<file path="src/ramTestPkg.sv">
package ramTestPkg;

	// Word widths with a meaning of their own
	typedef logic [15:0] dqWordT;         // One beat on the RAM data pins
	typedef logic [9:0]  bufAddrT;        // Capture buffer slot, also the data beat index
	typedef logic [10:0] beatCountT;      // Beat count inside one phase
	typedef logic [10:0] mismatchCountT;  // Bad words seen, up to a full buffer

	// Transaction phases in bus order
	typedef enum logic [2:0]
	{
		stCmd1,  // First command beat
		stCmd2,  // Second command beat
		stAdrs,  // Address beats, always zero here
		stWait,  // Latency beats, read only
		stData   // Payload beats
	} seqStateT;

	// Pin bundle toward the RAM
	typedef struct packed
	{
		dqWordT dq;    // Driven data, valid while oe high
		logic   cs;    // Chip select, active low
		logic   sclk;  // Serial clock, half rate of iCLK
		logic   oe;    // Output enable of the dq pads
	} ramBusT;

	// One captured read beat
	typedef struct packed
	{
		logic    we;    // Single cycle write strobe
		bufAddrT idx;   // Beat number from zero
		dqWordT  data;  // Word seen on ramIn
	} captureT;

	// Beats per phase
	localparam int DATA_BEATS = 1024;
	localparam int ADDR_BEATS = 6;
	localparam int WAIT_BEATS = 6;
	localparam int CMD_BEATS  = 1;   // Same for both command states

	// Quad mode command pairs
	localparam dqWordT WR_CMD1 = 16'h3333;
	localparam dqWordT WR_CMD2 = 16'h8888;
	localparam dqWordT RD_CMD1 = 16'hEEEE;
	localparam dqWordT RD_CMD2 = 16'hBBBB;

endpackage
</file>
<file path="src/readbackChecker.sv">
`timescale 1ns/1ns

module readbackChecker
(
	input  logic                      iCLK,
	input  logic                      iRST,
	input  ramTestPkg::captureT       capture,       // Same beats the buffer stores
	output logic                      testErr,       // Sticky
	output ramTestPkg::mismatchCountT mismatchCount  // Saturating
);
	import ramTestPkg::*;

	logic    capValid;  // Staged beat present
	bufAddrT capIdx;
	dqWordT  capWord;
	logic    wordBad;
	logic    countFull;

	// Stage one, register the beat
	always_ff @(posedge iCLK)
	begin
		if (iRST)
		begin
			capValid <= 1'b0;
		end
		else
		begin
			capValid <= capture.we;
		end
	end

	always_ff @(posedge iCLK)
	begin
		if (capture.we)
		begin
			capIdx  <= capture.idx;
			capWord <= capture.data;
		end
	end

	// Written pattern is the beat index zero extended
	assign wordBad   = capValid & (capWord != dqWordT'(capIdx));
	assign countFull = &mismatchCount;  // Saturates at all ones

	// Stage two, flag and count
	always_ff @(posedge iCLK)
	begin
		if (iRST)
		begin
			testErr       <= 1'b0;
			mismatchCount <= '0;
		end
		else if (wordBad)
		begin
			testErr <= 1'b1;
			if (!countFull)
			begin
				mismatchCount <= mismatchCount + 1'b1;
			end
		end
	end

	// At most one bad word per buffer slot
	aCountBound: assert property (@(posedge iCLK) disable iff (iRST)
		mismatchCount <= mismatchCountT'(DATA_BEATS));

endmodule

</file>
<file path="config.mk">
export PLATFORM = sky130hd
export DESIGN_NAME = readbackChecker
export DESIGN_NICKNAME = d
export VERILOG_FILES = /design/src/ramTestPkg.sv /design/src/readbackChecker.sv
export SDC_FILE = /design/constraint.sdc
export NUM_CORES = 1
export LEC_CHECK = 0
export BUFFER_PORTS_ARGS = -buffer_cell sky130_fd_sc_hd__buf_2
export CORE_MARGIN = 3
export CORE_UTILIZATION = 40
export DETAILED_ROUTE_END_ITERATION = 10
export GPL_TIMING_DRIVEN = 0
export PLACE_DENSITY_LB_ADDON = 0.2
export SLEW_MARGIN = 20
export SYNTH_ARGS = -nofsm -noshare
export SYNTH_HDL_FRONTEND = slang
export SYNTH_SLANG_ARGS = --single-unit
</file>
<file path="constraint.sdc">
create_clock -name iCLK -period 1.8 [get_ports iCLK]
set_input_delay 0.18 -clock iCLK [delete_from_list [all_inputs] [get_ports iCLK]]
set_output_delay 0.18 -clock iCLK [all_outputs]
set_load 0.005 [all_outputs]
</file>
# After elaboration in Yosys (flattened, before gate mapping)

Index checks and enable logic that the tools add are counted.

Add/subtract/negate cells: 1
Equal/unequal tests: 1
Bitwise gates (word level): 2
Reductions and logical operators: 2

Operators with widths:

| cell                    | number |
|---|---|
| $ne A16 B10 Y1          | 1 |
| $add A11 B1 Y11 const B | 1 |
| $reduce_and A11 Y1      | 1 |
| $reduce_and A2 Y1       | 1 |
| $and A1 B1 Y1           | 1 |
| $not A1 Y1              | 1 |

Flip-flop bits (word level): 39
Input bits: 29
Output and inout bits: 12
Word-level logic and storage cells: 11

# Longest topological paths before layout

Depth after elaboration: 3
Gate-level depth with buffers: 6

# Least setup slack after synthesis

OpenSTA, ideal clock, no wires.

Path type: reg-to-reg
From: register mismatchCount[0]
To: register mismatchCount[4]
Library setup time: 0.123 ns
Arrival time: 1.612 ns
Slack: 0.065 ns
Cell stages (with the launch flop): 7
Buffers on the path: 0
Clock period less this slack: 1.735 ns
Path through: dfxtp_1 ha_1 and3_1 nand4_1 o31ai_4 nor3b_1 mux2_1

Word-level cells in the longest chain between the ends: 3
Elaborated cells between the ends (all ways): 4

Ends and longest elaborated chain:

| what                                                                    | RTL line              | text |
|---|---|---|
| start, declared                                                         | readbackChecker.sv:9  | `output ramTestPkg::mismatchCountT mismatchCount` |
| start signal, assigned                                                  | readbackChecker.sv:58 | `mismatchCount <= mismatchCount + 1'b1;` |
| parallel branches: the longest is 3 deep, another holds $add A11 B1 Y11 | --                    |  |

Parallel ways; which one is timed is not known.
A chain may end at the register's enable or synchronous reset.

# Final worst setup path

From: register capIdx[5]
To: register mismatchCount[2]

Word-level cells in the longest chain between the ends: 3

Ends and longest elaborated chain:

| what                               | RTL line              | text |
|---|---|---|
| start, declared                    | readbackChecker.sv:14 | `bufAddrT capIdx;` |
| start signal, assigned             | readbackChecker.sv:36 | `capIdx <= capture.idx;` |
| $ne A16 B10 Y1                     | readbackChecker.sv:42 | `assign wordBad = capValid & (capWord != dqWordT'(capIdx));` |
| $and A1 B1 Y1                      | readbackChecker.sv:42 |  |
| $reduce_and A2 Y1 (no source line) | --                    |  |

No other way between the ends.

==> impl_metrics.py <==
metrics = {
    "critical_path": {
        "rrSetupSlack_ns": 0.04,
        "worst_r2r_path_depth": 5,
        "arrival_ns": 1.93,
        "crit_required_ns": 1.98,
        "cp_max_fo": 5,
        "cp-end-kind": "flop",
        "critical_path_class": "flop to flop",
        "start_kind": "flop",
    },
    "final_layout": {
        "ff_latch_area_sq_um": 1046,
        "fin_nets": 200,
        "drive_gt1_frac": 0.4561,
        "area_growth_pct": 32.34,
        "final_common_cell": "buf_2",
        "multiInputGateArea_sq_um": 599.3,
        "instances_no_fill": 219,
        "num_antenna_cells": 0,
        "mostFrequentLayoutCells": "39 x buf_2, 26 x edfxtp_1, 11 x dfxtp_1",
        "fillers": 330,
    },
    "detailed_routing": {
        "dr.pass1.iters": 4,
        "drt_iter0_drc": 74,
        "drtAntennaViolNets": 0,
        "wl_per_cell_um": 12.80,
        "remaining_drc_errors": 0,
        "vias_per_cell": 5.110,
        "num_vias": 1119,
        "wirelength_mm": 2.803,
    },
    "synth": {
        "synth_top_family_by_area": "simple AND/OR/NAND/NOR gates",
        "synth_simple_gate_area_frac": 0.1570,
        "syn_nets": 144,
        "synth_cell_types": 31,
        "ys_seq_area_frac": 0.6531,
        "ys_ff_latch": 39,
        "synth_compound_area_frac": 0.08085,
        "yosys.area_share.xor_xnor": 0.05495,
        "syn-cell-area_sq_um": 1594,
        "syn_area_per_cell_sq_um": 13.98,
        "synth_cells": 114,
        "yosysWarningCount": 0,
        "synthMuxAreaShare": 0.03689,
        "synth_fa_ha_area_frac": 0.007849,
    },
    "power": {
        "p_seq_frac": 0.554,
        "switchingPower_uw": 378.1,
        "intPower_mw": 1.495,
        "total_power_mw": 1.873,
        "power_density_nw_per_um2": 888.0,
        "power_frac_comb": 0.069,
        "ir_worst_vdd_mv": 0.4590,
        "p_clk_frac": 0.378,
        "p_sw_frac": 0.2019,
        "p_leak_nw": 0.7992,
    },
    "clocking": {
        "cts_buffers": 5,
        "cts_root_buf": "clkbuf_8",
        "h-tree-depth": 2,
        "cts.clk_slew.worst_paths_ns": 0.08,
        "cts_tree": "done",
        "clock_latency_ns": 0.29,
        "cts_buffer_depth": 2,
        "clock-sinks": 39,
    },
    "run": {
        "maxCapViolCount": 0,
    },
    "global_routing": {
        "grt_max_degree": 28,
        "grt_pass1_vias": 1121,
        "grt_pass1_wl_mm": 4.588,
        "grt.total_usage": 0.1192,
        "antenna_found_initial": 0,
        "grt-ovfl-total": 0,
    },
    "sta": {
        "period_minus_slack_ns": 1.757,
        "max_freq_mhz": 569.2,
        "final-max-slew-violation-count": 0,
        "worst_pin_slew_ns": 0.5500,
        "finalHoldViolCount": 0,
        "skew_ns": 0.009778,
        "setup_viol": 0,
        "fin_crit_sh": 0.9760,
        "slew_headroom": 0.6334,
        "timing.final.ws_setup_ns": 0.04319,
        "rsz0062_at_grt": "true",
    },
    "run_status": {
        "status": "finished clean",
    },
    "die": {
        "die_h_um": 69.13,
        "rows": 22,
        "core_area_sq_um": 3744,
        "start_util": 0.4258,
        "ios": 41,
        "fp.dieArea_sq_um": 4778,
        "fp.dieW_um": 69.13,
    },
    "hold_path": {
        "min_path_cells": 1,
        "hold_path.class": "primary input to flop",
    },
    "placement": {
        "dp_slack_ns": -0.1165,
        "place_inst": 201,
        "place_hpwl_mm": 1.933,
        "io_buffers": 39,
        "gp_congestion": 0.7735,
    },
}
power groups by stage:
stage / registers, mW / logic (mW) / clock network, mW
floorplan: 1.06 / 0.0610 / 0
global placement: 1.06 / 0.110 / 0
detailed placement: 1.06 / 0.114 / 0
CTS: 1.04 / 0.122 / 0.729
global route: 1.04 / 0.143 / 0.764
finish: 1.04 / 0.128 / 0.708
metal layers:
layer | vias up | wire length (um) | track usage
li1 | 539 | - | -
met1 | 532 | 1167 | 0.1331
met2 | 42 | 1375 | 0.1981
met3 | 6 | 209 | 0.04082
met4 | 0 | 51 | 0.06508
met5 | - | 0 | 0
sequential cells by signal, summed over array words and instances, names as in the netlist:
name           cells
capIdx            10
capValid           1
capWord           16
mismatchCount     11
testErr            1
cells in the mapped netlist, drive strengths merged:
library cell,number,share of area
nor4,1,0.0078
clkbuf,2,0.0047
o31ai,5,0.041
nor2b,5,0.020
ha,1,0.0078
or3,2,0.0078
nor3,1,0.010
nor2,8,0.020
inv,2,0.0047
o21ba,1,0.0063
o31a,1,0.0055
mux2i,1,0.0063
edfxtp,26,0.49
dfxtp,13,0.16
nand4,7,0.031
and3,2,0.0078
and2,1,0.0039
nand2b,2,0.0078
nand2,3,0.0071
nor3b,3,0.014
a211oi,2,0.0094
a21oi,5,0.016
or4,2,0.0094
o21ai,1,0.0031
nand3,3,0.0094
mux2,4,0.031
xnor2,10,0.055
cells by family (layout without fill, tap and decap cells):
family,Yosys count,count (layout)
compound gates,15,15
xor+xnor,10,10
fa+ha+maj,1,1
buf+inv,4,61
flops,39,39
mux,5,5
simple gates,40,40
layout make-up:
cell class,instances,area share
clock buffer,5,0.03262
inverter,2,0.003559
timing repair buffer,49,0.1317
sequential,39,0.4958
clock inverter,3,0.02017
multi-input combinational,71,0.2841
buffer,2,0.003559
tap,48,0.02847
through the flow:
| stage | hold WS, ns | instance area (sq um) | utilization | setup TNS, ns |
|---|---|---|---|---|
| final | 0.06478 | 2110 | 0.5635 | 0 |
| after global routing | 0.05490 | 2110 | 0.5635 | -0.5658 |
| after CTS | 0.05429 | 2016 | 0.5384 | 0 |
| after detailed placement | 0.3581 | 1849 | 0.4940 | -0.3555 |
| after global placement | 0.3558 | 1849 | 0.4940 | -0.3137 |
| after floorplan | 0.2789 | 1594 | - | 0 |
worst max-delay path, stage by stage (launching register included):
cell and delay (ns):
edfxtp_1 0.39, xnor2_1 0.18, nand4_1 0.25, nor3_4 0.41, nor3b_2 0.09, mux2_1 0.32
repair_timing:
item,in CTS,in global routing
resized for setup,6,13
setup endpoints to repair,5,10
hold buffers,0,0
setup buffers,5,5
pin swaps,4,11
path summary, 6_finish.rpt:
path,from,endpoint
worst max-delay path,capIdx[5]$_DFFE_PP_,mismatchCount[2]$_SDFFE_PP0P_
worst min-delay path,capture[9],capWord[9]$_DFFE_PP_
worst max register to register,capIdx[5]$_DFFE_PP_,mismatchCount[2]$_SDFFE_PP0P_
worst min register to register,testErr$_SDFFE_PP0P_,testErr$_SDFFE_PP0P_
No activity file was read; power rests on OpenSTA's default activity.
