==> src/ramTestPkg.sv <==
package ramTestPkg;

	// Word widths with a meaning of their own
	typedef logic [15:0] dqWordT;         // One beat on the RAM data pins
	typedef logic [9:0]  bufAddrT;        // Capture buffer slot, also the data beat index
	typedef logic [10:0] beatCountT;      // Beat count inside one phase
	typedef logic [10:0] mismatchCountT;  // Bad words seen, up to a full buffer

	// Transaction phases in bus order
	typedef enum logic [2:0]
	{
		stCmd1,  // First command beat
		stCmd2,  // Second command beat
		stAdrs,  // Address beats, always zero here
		stWait,  // Latency beats, read only
		stData   // Payload beats
	} seqStateT;

	// Pin bundle toward the RAM
	typedef struct packed
	{
		dqWordT dq;    // Driven data, valid while oe high
		logic   cs;    // Chip select, active low
		logic   sclk;  // Serial clock, half rate of iCLK
		logic   oe;    // Output enable of the dq pads
	} ramBusT;

	// One captured read beat
	typedef struct packed
	{
		logic    we;    // Single cycle write strobe
		bufAddrT idx;   // Beat number from zero
		dqWordT  data;  // Word seen on ramIn
	} captureT;

	// Beats per phase
	localparam int DATA_BEATS = 1024;
	localparam int ADDR_BEATS = 6;
	localparam int WAIT_BEATS = 6;
	localparam int CMD_BEATS  = 1;   // Same for both command states

	// Quad mode command pairs
	localparam dqWordT WR_CMD1 = 16'h3333;
	localparam dqWordT WR_CMD2 = 16'h8888;
	localparam dqWordT RD_CMD1 = 16'hEEEE;
	localparam dqWordT RD_CMD2 = 16'hBBBB;

endpackage
==> src/quadRamSequencer.sv <==
`timescale 1ns/1ns

module quadRamSequencer
(
	input  logic               iCLK,
	input  logic               iRST,
	input  logic               testEn,    // Level, held for the whole transaction
	input  logic               rwSel,     // 0 write, 1 read
	input  ramTestPkg::dqWordT ramIn,     // Data returned by the RAM
	output ramTestPkg::ramBusT ramOut,
	output ramTestPkg::captureT capture,  // Read beats toward buffer and checker
	output logic               busy,
	output logic               testDone
);
	import ramTestPkg::*;

	seqStateT  state;
	seqStateT  nextState;
	beatCountT beatCnt;     // Beat within the current phase
	beatCountT phaseLast;   // Index of the final beat of the phase
	dqWordT    dqReg;
	dqWordT    dqNext;
	logic      csReg;
	logic      sclkReg;
	logic      oeReg;
	logic      oeNext;
	logic      run;
	logic      beatTick;
	logic      phaseEnd;
	logic      dqLoad;

	// Transaction runs until done, then waits for reset
	assign run      = testEn & ~testDone;
	// Low serial clock phase of a live beat
	assign beatTick = ~csReg & ~sclkReg;
	assign phaseEnd = beatTick & (beatCnt == phaseLast);
	// Preload before cs falls, then reload on every high phase
	assign dqLoad   = run & (csReg | sclkReg);

	// Phase lengths
	always_comb
	begin
		case (state)
			stCmd1,
			stCmd2:  phaseLast = beatCountT'(CMD_BEATS - 1);
			stAdrs:  phaseLast = beatCountT'(ADDR_BEATS - 1);
			stWait:  phaseLast = beatCountT'(WAIT_BEATS - 1);
			default: phaseLast = beatCountT'(DATA_BEATS - 1);
		endcase
	end

	// Phase order, wait only on reads
	always_comb
	begin
		case (state)
			stCmd1:  nextState = stCmd2;
			stCmd2:  nextState = stAdrs;
			stAdrs:  nextState = rwSel ? stWait : stData;
			stWait:  nextState = stData;
			default: nextState = stCmd1;  // Data ends the transaction
		endcase
	end

	// Word for the beat that state and count point at
	always_comb
	begin
		case (state)
			stCmd1:
			begin
				dqNext = rwSel ? RD_CMD1 : WR_CMD1;
				oeNext = 1'b1;
			end
			stCmd2:
			begin
				dqNext = rwSel ? RD_CMD2 : WR_CMD2;
				oeNext = 1'b1;
			end
			stAdrs:
			begin
				dqNext = '0;    // Start address fixed at zero
				oeNext = 1'b1;
			end
			stWait:
			begin
				dqNext = '0;
				oeNext = 1'b0;  // Bus turned around for the RAM
			end
			default:
			begin
				// Incrementing pattern on writes, pads released on reads
				dqNext = rwSel ? '0 : dqWordT'(beatCnt);
				oeNext = ~rwSel;
			end
		endcase
	end

	// Phase and beat tracking, steps on the low phase
	always_ff @(posedge iCLK)
	begin
		if (iRST)
		begin
			state   <= stCmd1;
			beatCnt <= '0;
		end
		else if (phaseEnd)
		begin
			state   <= nextState;
			beatCnt <= '0;
		end
		else if (beatTick)
		begin
			beatCnt <= beatCnt + 1'b1;
		end
	end

	// Pin and status registers
	always_ff @(posedge iCLK)
	begin
		if (iRST)
		begin
			csReg    <= 1'b1;
			sclkReg  <= 1'b0;
			dqReg    <= '0;
			oeReg    <= 1'b0;
			busy     <= 1'b0;
			testDone <= 1'b0;
		end
		else
		begin
			csReg   <= ~run;
			sclkReg <= csReg ? 1'b0 : ~sclkReg;  // Parks low while deselected
			if (dqLoad)
			begin
				dqReg <= dqNext;  // Lands as sclk falls
				oeReg <= oeNext;
			end
			else if (!run)
			begin
				oeReg <= 1'b0;
			end
			busy <= ~csReg;  // One cycle behind cs
			if (phaseEnd && state == stData)
			begin
				testDone <= 1'b1;  // Sticky until reset
			end
		end
	end

	assign ramOut.dq   = dqReg;
	assign ramOut.cs   = csReg;
	assign ramOut.sclk = sclkReg;
	assign ramOut.oe   = oeReg;

	// Read data sampled in the low phase of each data beat
	assign capture.we   = beatTick & rwSel & (state == stData);
	assign capture.idx  = bufAddrT'(beatCnt);
	assign capture.data = ramIn;

	aStateLegal: assert property (@(posedge iCLK) disable iff (iRST)
		state inside {stCmd1, stCmd2, stAdrs, stWait, stData});

	// Pads released for every captured read beat
	aCaptureRead: assert property (@(posedge iCLK) disable iff (iRST)
		capture.we |-> !oeReg);

endmodule

==> config.mk <==
export PLATFORM = sky130hd
export DESIGN_NAME = quadRamSequencer
export DESIGN_NICKNAME = d
export VERILOG_FILES = /design/src/ramTestPkg.sv /design/src/quadRamSequencer.sv
export SDC_FILE = /design/constraint.sdc
export NUM_CORES = 1
export LEC_CHECK = 0
export ABC_AREA = 1
export ABC_CLOCK_PERIOD_IN_PS = 1500
export BUFFER_PORTS_ARGS = -buffer_cell sky130_fd_sc_hd__buf_2
export CAP_MARGIN = 20
export CORE_MARGIN = 8
export CORE_UTILIZATION = 39
export CTS_CLUSTER_DIAMETER = 30
export DETAILED_ROUTE_END_ITERATION = 10
export GPL_ROUTABILITY_DRIVEN = 0
export GPL_TIMING_DRIVEN = 0
export PLACE_DENSITY = 0.78
export REMOVE_ABC_BUFFERS = 1
export SYNTH_ARGS = -nofsm -noshare
export SYNTH_HDL_FRONTEND = slang
export SYNTH_SLANG_ARGS = --single-unit
export TNS_END_PERCENT = 10
==> constraint.sdc <==
create_clock -name iCLK -period 1.5 [get_ports iCLK]
set_input_delay 0.075 -clock iCLK [delete_from_list [all_inputs] [get_ports iCLK]]
set_output_delay 0.075 -clock iCLK [all_outputs]
set_load 0.1 [all_outputs]
; Word level (Yosys, flattened, before mapping)
; Cells that the tools add are included.
[word_totals]
reg_bits = 35
inputBits = 20
output_inout_bits = 48
wordCells = 44
[op_classes]
n_addsub = 1
n_eq_ne = 6
mux = 10
bitwise_logic = 12
n_reduce_logical = 7
[op_table]
columns = op, n
row1 = 16-bit case mux with 3 select lines, 1
row2 = 10-bit case mux with 2 select lines, 1
row3 = 16-bit 2-to-1 mux, 1
row4 = 14-bit 2-to-1 mux, 1
row5 = 3-bit case mux with 4 select lines, 1
row6 = "11-bit by 1-bit adder with 11-bit output, second input constant", 1
row7 = 11-bit equality test, 1
row8 = 11-bit 2-to-1 mux, 1
row9 = 2-bit OR reduction, 4
row10 = 1-bit AND, 6
row11 = "3-bit by 2-bit equality test with 1-bit output, second input constant", 2
row12 = 1-bit NOT, 5
row13 = "3-bit by 1-bit equality test with 1-bit output, second input constant", 1
row14 = "3-bit equality test, second input constant", 1
row15 = 3-bit logical NOT, 1
row16 = 3-bit 2-to-1 mux, 1
row17 = 3-bit OR reduction, 1
row18 = 1-bit 2-to-1 mux, 2
row19 = "2-bit by 1-bit != test with 1-bit output, second input constant", 1
row20 = 1-bit case mux with 2 select lines, 1
row21 = 1-bit logical AND, 1
row22 = 1-bit bitwise OR, 1

; Longest topological paths before layout
[depth]
word_depth = 6
ltp_mapped = 9
mapped_depth_nobuf = 8

; Worst setup path before layout
; OpenSTA, ideal clock, no wires.
[synth_path]
path_type = register to output
startpoint = reg state[2]
endpoint = out capture[26] (netlist name)
arrival_time_ps = 3395
t_required_ps = 1425
setup_slack_ps = -1970
path_stages_with_launch = 3
path_buffers = 0
cell_sequence = dfxtp_1 > inv_2 > nor4_1
[synth_rtl]
columns = item, line_no
row1 = "start, declared", quadRamSequencer.sv:17  ; seqStateT state;
row2 = "start signal, assigned", quadRamSequencer.sv:102  ; state <= stCmd1;
row3 = "start signal, assigned", quadRamSequencer.sv:107  ; state <= nextState;
row4 = "end, declared", quadRamSequencer.sv:11  ; output ramTestPkg::captureT capture,

==> metrics.md <==
| Metric | Value |
|---|---|
| Post-synth top cells | `nand2_1, dfxtp_1, buf_4` |
| Antenna violations before repair | `0` |
| RR Endpoint | `beatCnt[1]$_SDFFE_PP0P_` |
| Share of cells above drive strength 1 | `0.347` |
| Multiplexer share of the synthesized area | `0` |
| Crit Reg-Reg Startpoint | `beatCnt[4]$_SDFFE_PP0P_` |
| Area grow syn2layout | `9.17%` |
| CTS Sinks | `34` |
| Main synth FF type | `dfxtp_1` |
| CTS H-tree lvls | `2` |
| Cell with the most instances after synthesis | `nand2_1` |
| Yosys warning count | `0` |
| Worst setup endpoint | `capture[26]` |
| Vias | `about 1500` |
| GRT overflow | `0` |
| Tot GR Track Use | `0.118` |
| Hold Crit Class | `input pin to flip-flop` |
| Largest family of logic cells by synthesized area | `simple AND/OR/NAND/NOR gates` |
| I/O Pins | `68` |
| Root Driver | `clkbuf_8` |
| Detailed Place HPWL | `approximately 3.0 mm` |
| Critical Path RT | `1420 ps` |
| Final hold viol count | `0` |
| Placed Area | `1760 µm²` |
| Core area | `4380 µm²` |
| Skew-Pair Late Insertion Delay | `290 ps` |
| Tmin final | `roughly 1400 ps` |
| Final setup fails | `0` |
| Worst reg-to-reg setup slack | `120 ps` |
| Wire per inst | `13.7 µm` |
| Synth top area share | `0.384` |
| Synth Area in Compound Gates | `0.104` |
| Final cycle utilization of the critical path | `0.945` |
| CTS Buf Count | `5` |
| First-pass GRT wire length | `6.76 mm` |
| Die W | `83.5 µm` |
| Max_slew headroom | `0.669` |
| CP arrival | `roughly 1300 ps` |
| WHS Path Cells | `2` |
| Fraction of the mapped netlist area in simple logic gates | `0.283` |
| VDD IR max | `0.514 mV` |
| Synth Area per Inst | `7.58 µm²` |
| Skew final | `6.79 ps` |
| Cell count after synthesis | `234` |
| Max_cap viols | `0` |
| Mapped Area | `1770 µm²` |
| Worst Reg2Reg Path Length in Cells | `7` |
| Drt pass-1 iters | `4` |
| Largest net degree at the start of global routing | `17` |
| Sequential area share after synthesis | `0.384` |
| Number of DRC markers in iteration 0 | `69` |
| Asr flop ratio synth | `0` |
| Cell taking the most area after synthesis | `dfxtp_1` |
| DRT Wirelength | `roughly 4 mm` |
| FMAX | `about 0.71 GHz` |
| EDFF count, synth | `0` |
| Setup crit start | `state[0]$_SDFFE_PP0P_` |
| ANT cells | `0` |
| Crit path capture type | `primary output` |
| # DRC | `0` |
| Pwr dens | `~1300 nW/µm²` |
| WHS | `56.8 ps` |
| Worst Hold Launch | `iRST` |
| Slew @ Worst Pin | `496 ps` |
| Synthesized flop and latch total | `34` |
| Vias in the first global route | `1354` |
| CTS tree | `yes` |
| Initial Utilization | `0.405` |
| Die area | `a little under 7000 µm²` |
| P_leak | `0.000858 µW` |
| Synth Area in Adders | `0.00705` |
| Port Buffer Count | `35` |
| Max Buffers Root-to-Sink | `2` |
| Chip height | `83.5 µm` |
| Worst setup path category | `flip-flop to primary output` |
| Synth area leaders | `dfxtp_1, buf_4, nand2_1` |
| XOR/XNOR share of the synthesized area | `0.0395` |
| Setup crit start kind | `flip-flop` |
| Critical Path Fanout Max | `4` |
| Clk slew on worst S/H paths | `70 ps` |
| Yosys cell types | `30` |
| Status | `complete, no violations` |
| Final #Nets | `263` |
| Antenna Nets Post-Route | `0` |
| Row count | `24` |
| # Post-CTS Setup Buffers | `0` |
| Final Max Slew Viols | `0` |
| Via density | `4.97` |
| Fin area | `roughly 1900 µm²` |
| Overall Power | `2550 µW` |
[logic make-up after synthesis]
logic type               after synthesis
AO/OA/AOI/OAI                         32
buffers and inverters                 52
flip-flops                            34
adder cells (fa/ha/maj)                1
AND/OR/NAND/NOR                      107
XOR/XNOR                               8
[registers in the layout, summed over array words and instances (netlist names)]
name / count
beatCnt: 11
busy: 1
csReg: 1
dqReg: 15
oeReg: 1
sclkReg: 1
state: 3
testDone: 1
[cell usage in the layout, fill, tap and decap left out]
cell type  count
dfxtp_2        8
clkinv_1       1
nor2_4         3
nor2_1        25
buf_6          1
o21ai_2        2
nand2_1       37
xnor2_1        3
o21ai_4        1
ha_1           1
xor2_1         5
nand2_4        2
nand3_2        2
nand2_2        5
inv_1         14
a21oi_1       13
nand4_1        2
nor2_2        15
buf_2         34
o21ai_0       10
nor3_1         1
nor4_4         1
inv_2          2
inv_6          1
a21boi_1       1
o22ai_1        1
clkbuf_8       6
a21o_1         1
a31oi_1        3
dfxtp_1       26
bufinv_16      1
nand3_1       14
[power breakdown]
part           total [µW]  switching [µW]  internal [µW]
Combinational         689             572            117
Sequential           1010            45.0            964
Clock                 851             320            531
Total                2550             937           1610
[stage by stage]
stage / setup WS, ps / TNS (ps) / instances / utilization
2_1_floorplan: -2330 / -15040 / 200 / -
3_3_place_gp: 11.8 / 0 / 287 / 0.401
3_5_place_dp: 9.13 / 0 / 287 / 0.401
4_1_cts: 9.44 / 0 / 294 / 0.430
5_1_grt: -13.1 / -25.9 / 294 / 0.442
6_report: 82.1 / 0 / 294 / 0.442
[worst max-delay path, cell delays in order, from the launching register on]
cell     delay (ps)
dfxtp_2         340
inv_2            70
nand2_2         100
nor4_4          280
buf_6           260
[per-layer routing]
layer,vias up,global-route usage,share of wire
met2,64,0.165,0.43
met1,657,0.136,0.43
met4,0,0.0424,0.018
li1,732,-,-
met3,8,0.0840,0.12
met5,-,0,0
[area by class of cell]
| class | count | area (µm²) |
|---|---|---|
| inverters | 18 | 72.6 |
| multi-input cells | 148 | 815 |
| fillers | 459 | 2450 |
| well taps | 52 | 65.1 |
| flip-flops and latches | 34 | 691 |
| clock buffers | 6 | 82.6 |
| clock inverters | 1 | 30.0 |
| repair buffers | 35 | 181 |
[worst min path at each step]
| stage | end | slack (ps) |
|---|---|---|
| floorplan | busy$_SDFF_PP0_ | 140 |
| global placement | capture[0] | 150 |
| detailed placement | capture[0] | 150 |
| CTS | dqReg[14]$_SDFFE_PP0P_ | 50 |
| global route | dqReg[14]$_SDFFE_PP0P_ | 60 |
| finish | dqReg[14]$_SDFFE_PP0P_ | 60 |
[what timing repair did]
action	in CTS	in global routing
resized for setup	5	18
endpoints found under the setup margin	3	23
pin swaps	1	1
hold buffers	0	0
No activity file was read; power rests on OpenSTA's default activity.
